File: src/hdl/cpuPkg.sv
package cpuPkg;

    localparam int memBytes = 512;
    localparam int addrWidth = $clog2(memBytes);

    typedef logic [31:0] word_t;
    typedef logic [addrWidth-1:0] addr_t;
    typedef logic [3:0] regIdx_t;
    typedef logic [3:0] flags_t;   // N Z C V, high bit first
    typedef logic [3:0] aluOp_t;
    typedef logic [3:0] cond_t;
    typedef logic accSize_t;

    // matches the B bit of a load/store
    localparam accSize_t sizeWord = 1'b0;
    localparam accSize_t sizeByte = 1'b1;

    // data processing opcodes, ARM encoding
    localparam aluOp_t opAnd = 4'b0000;
    localparam aluOp_t opEor = 4'b0001;
    localparam aluOp_t opSub = 4'b0010;
    localparam aluOp_t opRsb = 4'b0011;
    localparam aluOp_t opAdd = 4'b0100;
    localparam aluOp_t opCmp = 4'b1010;
    localparam aluOp_t opOrr = 4'b1100;
    localparam aluOp_t opMov = 4'b1101;
    localparam aluOp_t opBic = 4'b1110;
    localparam aluOp_t opMvn = 4'b1111;

    localparam cond_t condAl = 4'hE;
    localparam cond_t condHalt = 4'hF;   // any instruction with this stops the core

    localparam regIdx_t pcReg = 4'd15;
    localparam word_t pcAhead = 32'd8;    // pipeline view of the PC
    localparam word_t instrBytes = 32'd4;

    typedef enum logic [3:0] {
        stIdle,
        stFetch,
        stDecode,
        stExecute,
        stMemAddr,
        stMemAccess,
        stLoadWrite,
        stBranch,
        stHalted
    } cpuState_t;

endpackage

File: src/hdl/memBusIf.sv
`timescale 1ns/1ns

// req is a level held until ack, ack is a single cycle pulse
interface memBusIf import cpuPkg::*; ();

    logic req;
    logic we;
    accSize_t size;
    addr_t addr;
    word_t wdata;
    word_t rdata;
    logic ack;

    modport requester (
        output req, we, size, addr, wdata,
        input rdata, ack
    );

    modport memory (
        input req, we, size, addr, wdata,
        output rdata, ack
    );

endinterface

File: src/hdl/memArbiter.sv
`timescale 1ns/1ns

module memArbiter (
    input logic Clk,
    input logic reset,
    memBusIf.memory coreBus,
    memBusIf.memory hostBus,
    memBusIf.requester ramBus
);

    logic busy;        // an access is in flight
    logic ownerHost;
    logic selHost;

    // host wins when the RAM is free, owner is locked until ack
    assign selHost = busy ? ownerHost : hostBus.req;

    assign ramBus.req = selHost ? hostBus.req : coreBus.req;
    assign ramBus.we = selHost ? hostBus.we : coreBus.we;
    assign ramBus.size = selHost ? hostBus.size : coreBus.size;
    assign ramBus.addr = selHost ? hostBus.addr : coreBus.addr;
    assign ramBus.wdata = selHost ? hostBus.wdata : coreBus.wdata;

    assign hostBus.ack = busy && ownerHost && ramBus.ack;
    assign coreBus.ack = busy && !ownerHost && ramBus.ack;
    assign hostBus.rdata = ramBus.rdata;   // qualified by ack
    assign coreBus.rdata = ramBus.rdata;

    always_ff @(posedge Clk) begin
        if (reset) begin
            busy <= 1'b0;
            ownerHost <= 1'b0;
        end else if (!busy && ramBus.req) begin
            busy <= 1'b1;
            ownerHost <= selHost;
        end else if (busy && ramBus.ack) begin
            busy <= 1'b0;
        end
    end

endmodule

File: src/flat_wrapper.sv
// flat-port wrapper written by rule: the top's interface ports become plain ports
module memArbiter_flat 
  (Clk, reset, coreBus_req, coreBus_we, coreBus_size, coreBus_addr, coreBus_wdata, coreBus_rdata, coreBus_ack, hostBus_req, hostBus_we, hostBus_size, hostBus_addr, hostBus_wdata, hostBus_rdata, hostBus_ack, ramBus_req, ramBus_we, ramBus_size, ramBus_addr, ramBus_wdata, ramBus_rdata, ramBus_ack);
  memBusIf coreBus_i ();
  memBusIf hostBus_i ();
  memBusIf ramBus_i ();
  input logic Clk;
  input logic reset;
  input wire logic [$bits(coreBus_i.req)-1:0] coreBus_req;
  input wire logic [$bits(coreBus_i.we)-1:0] coreBus_we;
  input wire logic [$bits(coreBus_i.size)-1:0] coreBus_size;
  input wire logic [$bits(coreBus_i.addr)-1:0] coreBus_addr;
  input wire logic [$bits(coreBus_i.wdata)-1:0] coreBus_wdata;
  output wire logic [$bits(coreBus_i.rdata)-1:0] coreBus_rdata;
  output wire logic [$bits(coreBus_i.ack)-1:0] coreBus_ack;
  input wire logic [$bits(hostBus_i.req)-1:0] hostBus_req;
  input wire logic [$bits(hostBus_i.we)-1:0] hostBus_we;
  input wire logic [$bits(hostBus_i.size)-1:0] hostBus_size;
  input wire logic [$bits(hostBus_i.addr)-1:0] hostBus_addr;
  input wire logic [$bits(hostBus_i.wdata)-1:0] hostBus_wdata;
  output wire logic [$bits(hostBus_i.rdata)-1:0] hostBus_rdata;
  output wire logic [$bits(hostBus_i.ack)-1:0] hostBus_ack;
  output wire logic [$bits(ramBus_i.req)-1:0] ramBus_req;
  output wire logic [$bits(ramBus_i.we)-1:0] ramBus_we;
  output wire logic [$bits(ramBus_i.size)-1:0] ramBus_size;
  output wire logic [$bits(ramBus_i.addr)-1:0] ramBus_addr;
  output wire logic [$bits(ramBus_i.wdata)-1:0] ramBus_wdata;
  input wire logic [$bits(ramBus_i.rdata)-1:0] ramBus_rdata;
  input wire logic [$bits(ramBus_i.ack)-1:0] ramBus_ack;
  assign coreBus_i.req = coreBus_req;
  assign coreBus_i.we = coreBus_we;
  assign coreBus_i.size = coreBus_size;
  assign coreBus_i.addr = coreBus_addr;
  assign coreBus_i.wdata = coreBus_wdata;
  assign coreBus_rdata = coreBus_i.rdata;
  assign coreBus_ack = coreBus_i.ack;
  assign hostBus_i.req = hostBus_req;
  assign hostBus_i.we = hostBus_we;
  assign hostBus_i.size = hostBus_size;
  assign hostBus_i.addr = hostBus_addr;
  assign hostBus_i.wdata = hostBus_wdata;
  assign hostBus_rdata = hostBus_i.rdata;
  assign hostBus_ack = hostBus_i.ack;
  assign ramBus_req = ramBus_i.req;
  assign ramBus_we = ramBus_i.we;
  assign ramBus_size = ramBus_i.size;
  assign ramBus_addr = ramBus_i.addr;
  assign ramBus_wdata = ramBus_i.wdata;
  assign ramBus_i.rdata = ramBus_rdata;
  assign ramBus_i.ack = ramBus_ack;
  memArbiter u_core (.Clk(Clk), .reset(reset), .coreBus(coreBus_i), .hostBus(hostBus_i), .ramBus(ramBus_i));
endmodule
File: config.mk
export PLATFORM = sky130hd
export DESIGN_NAME = memArbiter_flat
export DESIGN_NICKNAME = d
export VERILOG_FILES = /design/src/hdl/cpuPkg.sv /design/src/hdl/memBusIf.sv /design/src/hdl/memArbiter.sv /design/src/flat_wrapper.sv
export SDC_FILE = /design/constraint.sdc
export NUM_CORES = 1
export LEC_CHECK = 0
export BUFFER_PORTS_ARGS = -buffer_cell sky130_fd_sc_hd__buf_2
export CORE_AREA = 4 4 88 90
export DETAILED_ROUTE_END_ITERATION = 8
export DIE_AREA = 0 0 92 94
export PLACE_DENSITY = 0.63
export SETUP_SLACK_MARGIN = 0.4
export SLEW_MARGIN = 20
export SYNTH_ARGS = -nofsm -noshare
export SYNTH_HDL_FRONTEND = slang
export SYNTH_SLANG_ARGS = --single-unit
File: constraint.sdc
create_clock -name Clk -period 1.5 [get_ports Clk]
set_input_delay 0.075 -clock Clk [delete_from_list [all_inputs] [get_ports Clk]]
set_output_delay 0.075 -clock Clk [all_outputs]
set_load 0.1 [all_outputs]
==> impl_summary.md <==
Run status
The run finished, with violations left. The checks that failed: setup timing.

Final layout
Leaving out fill and tap cells, the most frequent cells in the layout are sky130_fd_sc_hd__buf_2 (90), sky130_fd_sc_hd__buf_12 (52), sky130_fd_sc_hd__mux2_4 (43), sky130_fd_sc_hd__buf_6 (7), sky130_fd_sc_hd__buf_16 (4). The utilization after layout is 38.1%. The library cell used most frequently in the layout, excluding fill and tap cells, is sky130_fd_sc_hd__buf_2. The repair_antennas step left the layout with diodes totalling 0. For this run, the post-layout net count is 342. The area of all placed cells without fillers is 0.00269 mm2. The share of final-layout standard cells stronger than drive strength 1 is slightly below 100%. The layout has 682 filler cells. Relative to the synthesized area, the layout overhead comes to 138%.

Power
The switching component of the power is 1.28 mW. Net switching is 52.5% of the power. In this run, the clock network consumes 9.5% of the power. IR analysis of the VDD net gives a maximum drop of 0.000353 V. The fraction of power consumed by combinational cells is 87.9%.

The total power density per cell area is 904 mW/mm2. The standby leakage power is 1.42 nW. Summing internal, switching and leakage power gives 2.43 mW. The design internal power is 1.15 mW. The fraction of power consumed by sequential logic is approximately 2.6%.

Worst hold path
The type of the worst min-delay path is in2reg. The worst min-delay path endpoint is u_core.busy$_SDFFE_PP0P_. Counting instances, the worst hold path has a depth of 2. The worst min-delay path startpoint is reset.

Timing
Setup repair after global routing could not meet its margin everywhere. The final hold violation count came to 0. The worst path in the final design needs a cycle of 1.86 ns, including I/O delays and setup. The highest achievable clock rate is between 0.5 and 0.6 GHz. In this run the tightest slew margin relative to its limit is 85.4%. The worst-case clock skew is 0.00514 ns. The pin slew with the least headroom to its limit is between 0.2 and 0.25 ns. The worst-case setup margin in the final layout is -0.357 ns. The number of slew-limit violations in the final report was 0. In the finished design, the share of the clock period the worst path needs comes to 124%. Setup violations remaining at the end of the flow were counted as 43.

Floorplan
The floorplan die width is 92 um. The region available for standard cell placement spans 0.00706 mm2. The die span in y is 94 um. The area enclosed by the die boundary is around 0.0086 mm2.

The initial utilization of the core area, before any placement, comes to 16.0%. The I/O pin count is 233. The row count is 31.

Placement
The congestion estimate from routability-driven global placement came to between 0.7 and 0.8. The post-place instance area is 0.00201 mm2. During placement, the flow inserted port buffers numbering between 100 and 150. Detailed placement ended at an HPWL of approximately 3800 um.

Worst setup path
The cell seen most often among critical-path stages is sky130_fd_sc_hd__buf_6. For the worst flop-to-flop path, the logic depth is 3. The signal arrival time at the worst endpoint is 1.78 ns. The worst path required time is 1.42 ns. The startpoint class of the critical path is a flop.

The signal on the critical path passes through nand2b_4 -> a21boi_4 -> buf_6 -> buf_6 -> buf_16 -> mux2_4 -> buf_12. The worst setup path is of the reg2out kind. Among all stages on the critical path, the largest delay is contributed by sky130_fd_sc_hd__dfxtp_4. The biggest fanout along the worst timing path is 6. The type of destination of the critical path is an output pin.

The setup slack on the worst flop-to-flop path is 0.61 ns. The endpoint of the worst register-to-register path is u_core.busy$_SDFFE_PP0P_. The worst register-to-register path begins at u_core.busy$_SDFFE_PP0P_.

On the worst path, the slowest cell contributes a delay of 0.34 ns.

Synthesis
The Yosys step of the flow raised 0 warnings. After synthesis, the netlist uses 15 different library cells. Synthesis produced a netlist with a net count of 249. The most used flip-flop cell after synthesis is sky130_fd_sc_hd__dfxtp_1.

The largest total area in the synthesized netlist belongs to sky130_fd_sc_hd__buf_4. The average instance in the mapped netlist occupies 8.99 um2. The area share of the leading cell type in the synthesized netlist is 42.4%. Summing every instance area after synthesis gives 0.00113 mm2. Counting flops with an async set or reset pin after synthesis yields a share of 0%. The cell count after synthesis is 126. The total of flip-flops plus latches after synthesis is 2. The count of flip-flops with a built-in enable after synthesis is 0.

Sorting the synthesized cells by area gives the leading types as sky130_fd_sc_hd__buf_4 (42%), sky130_fd_sc_hd__mux2_2 (40%), sky130_fd_sc_hd__buf_6 (4.0%), sky130_fd_sc_hd__dfxtp_1 (3.5%), sky130_fd_sc_hd__mux2_1 (3.0%). The share of synthesized area occupied by flip-flops and latches is 3.54%.

Detailed routing
The length of the first detailed-routing pass in iterations is 4. Summed over all nets, wire length on met3 after detailed routing comes to 592 um. The overall via count from detail_route is 1197. After detailed routing, the total wire length is 4910 um. The residual antenna-violating net count after detailed routing is 0. The routed wirelength normalized by instance count is roughly 15 um. The DRC violations left is 0. The highest routed metal layer is met4. Summed over all nets, wire length on met2 after detailed routing comes to 2700 um. The total routed wire length on the met1 layer is 1450 um. For this block, the initial DRC count from the detailed router was 11. After detailed routing, the number of vias per cell comes to between 3 and 4.

Job
The number of max-capacitance violations reported is 0.

GRT
The initial antenna violation count is 0. The number of global-route vias before repair is between 1k and 1.5k. Entering global routing, the biggest net connects 8 pins.

The first global-routing pass estimated 7020 um of wire. In the global route stage, overall resource usage came out at between 10 and 15%. The total global routing overflow is 0.

Clock network
TritonCTS built the clock tree. The total CTS buffers is 3. The number of buffers on the longest clock path is 2. The worst-skew pair later-pin latency is 0.21 ns. The sink count of the clock tree is 2. The hold buffer count at cts is 0. Clock-pin slew was measured on the worst setup and hold paths at 0.03 ns.

CTS built an H-tree with a depth of 1. The clock tree root driver cell is sky130_fd_sc_hd__clkbuf_8.
cell families after synthesis:
group                  after synthesis  synth area share, %
multiplexers                        44                 43.6
AND/OR/NAND/NOR                      6                 2.43
AO/OA/AOI/OAI                        5                 3.65
flip-flops                           2                 3.54
buffers and inverters               69                 46.7
final cells by class:
| cell class | instances | area [um2] | share of cell area (%) |
|---|---|---|---|
| Sequential cell | 2 | 45.0 | 1.67 |
| Inverter | 1 | 3.75 | 0.139 |
| Clock buffer | 4 | 45.0 | 1.67 |
| Timing Repair Buffer | 156 | 1720 | 63.8 |
| Multi-Input combinational cell | 55 | 756 | 28.1 |
| Tap cell | 99 | 124 | 4.60 |
power by group through the flow:
stage | registers (mW) | logic (mW) | clock network, mW
finish | 0.0636 | 2.14 | 0.230
CTS | 0.0637 | 2.14 | 0.234
floorplan | 0.0665 | 2.04 | 0
detailed placement | 0.0636 | 1.74 | 0
global placement | 0.0630 | 1.72 | 0
global route | 0.0643 | 2.20 | 0.243
how the worst max path moves through the flow:
stage | startpoint | end | slack, ns | cells past startpoint
detailed placement | u_core.busy$_SDFFE_PP0P_ | ramBus_wdata[27] | -0.14 | 6
finish | u_core.busy$_SDFFE_PP0P_ | ramBus_wdata[16] | -0.36 | 7
floorplan | u_core.busy$_SDFFE_PP0P_ | ramBus_addr[0] | 0.02 | 4
global route | u_core.busy$_SDFFE_PP0P_ | ramBus_wdata[13] | -0.43 | 7
global placement | u_core.busy$_SDFFE_PP0P_ | ramBus_wdata[26] | -0.12 | 6
CTS | u_core.busy$_SDFFE_PP0P_ | ramBus_wdata[29] | -0.36 | 7
critical path, delay by kind of cell (launching register included):
| family | cells | cell delay, ns |
|---|---|---|
| AOI/OAI and AO/OA | 1 | 0.24 |
| and+or+nand+nor | 1 | 0.12 |
| DFF | 1 | 0.34 |
| muxes | 1 | 0.32 |
| buffers and inverters | 4 | 0.55 |
sequential cells by signal (all words and copies together) (netlist names):
register / count
u_core.busy: 1
u_core.ownerHost: 1
synth_stat cells (2+ instances only):
cell and n:
sky130_fd_sc_hd__a21oi_1 2, sky130_fd_sc_hd__dfxtp_1 2, sky130_fd_sc_hd__mux2_2 40, sky130_fd_sc_hd__buf_4 64
sky130_fd_sc_hd__buf_6 4, sky130_fd_sc_hd__mux2_1 3, sky130_fd_sc_hd__nor2_1 3
layer usage:
metal / vias to the layer above / global-route usage, %
li1: 547 / -
met5: - / 0
met2: 87 / 20.4
met3: 26 / 3.45
met1: 537 / 9.11
met4: 0 / 5.69
repair_timing:
action | in CTS | in global routing
hold endpoints to repair | 0 | 0
gates resized for setup | 119 | 0
cloned | 4 | 0
pin swaps | 2 | 1
setup endpoints to repair | 46 | 46
setup buffers | 7 | 1
metrics by stage:
stage                     setup TNS [ns]  hold WS [ns]  setup slack, ns  cells
after detailed placement           -3.33         0.151           -0.139    301
after CTS                         -13.43        0.0303           -0.357    316
final                             -13.50        0.0339           -0.357    317
after global routing              -16.31        0.0457           -0.430    317
after global placement             -2.93         0.151           -0.115    301
after floorplan                        0         0.138           0.0167    126
(Power assumes the default switching activity.)
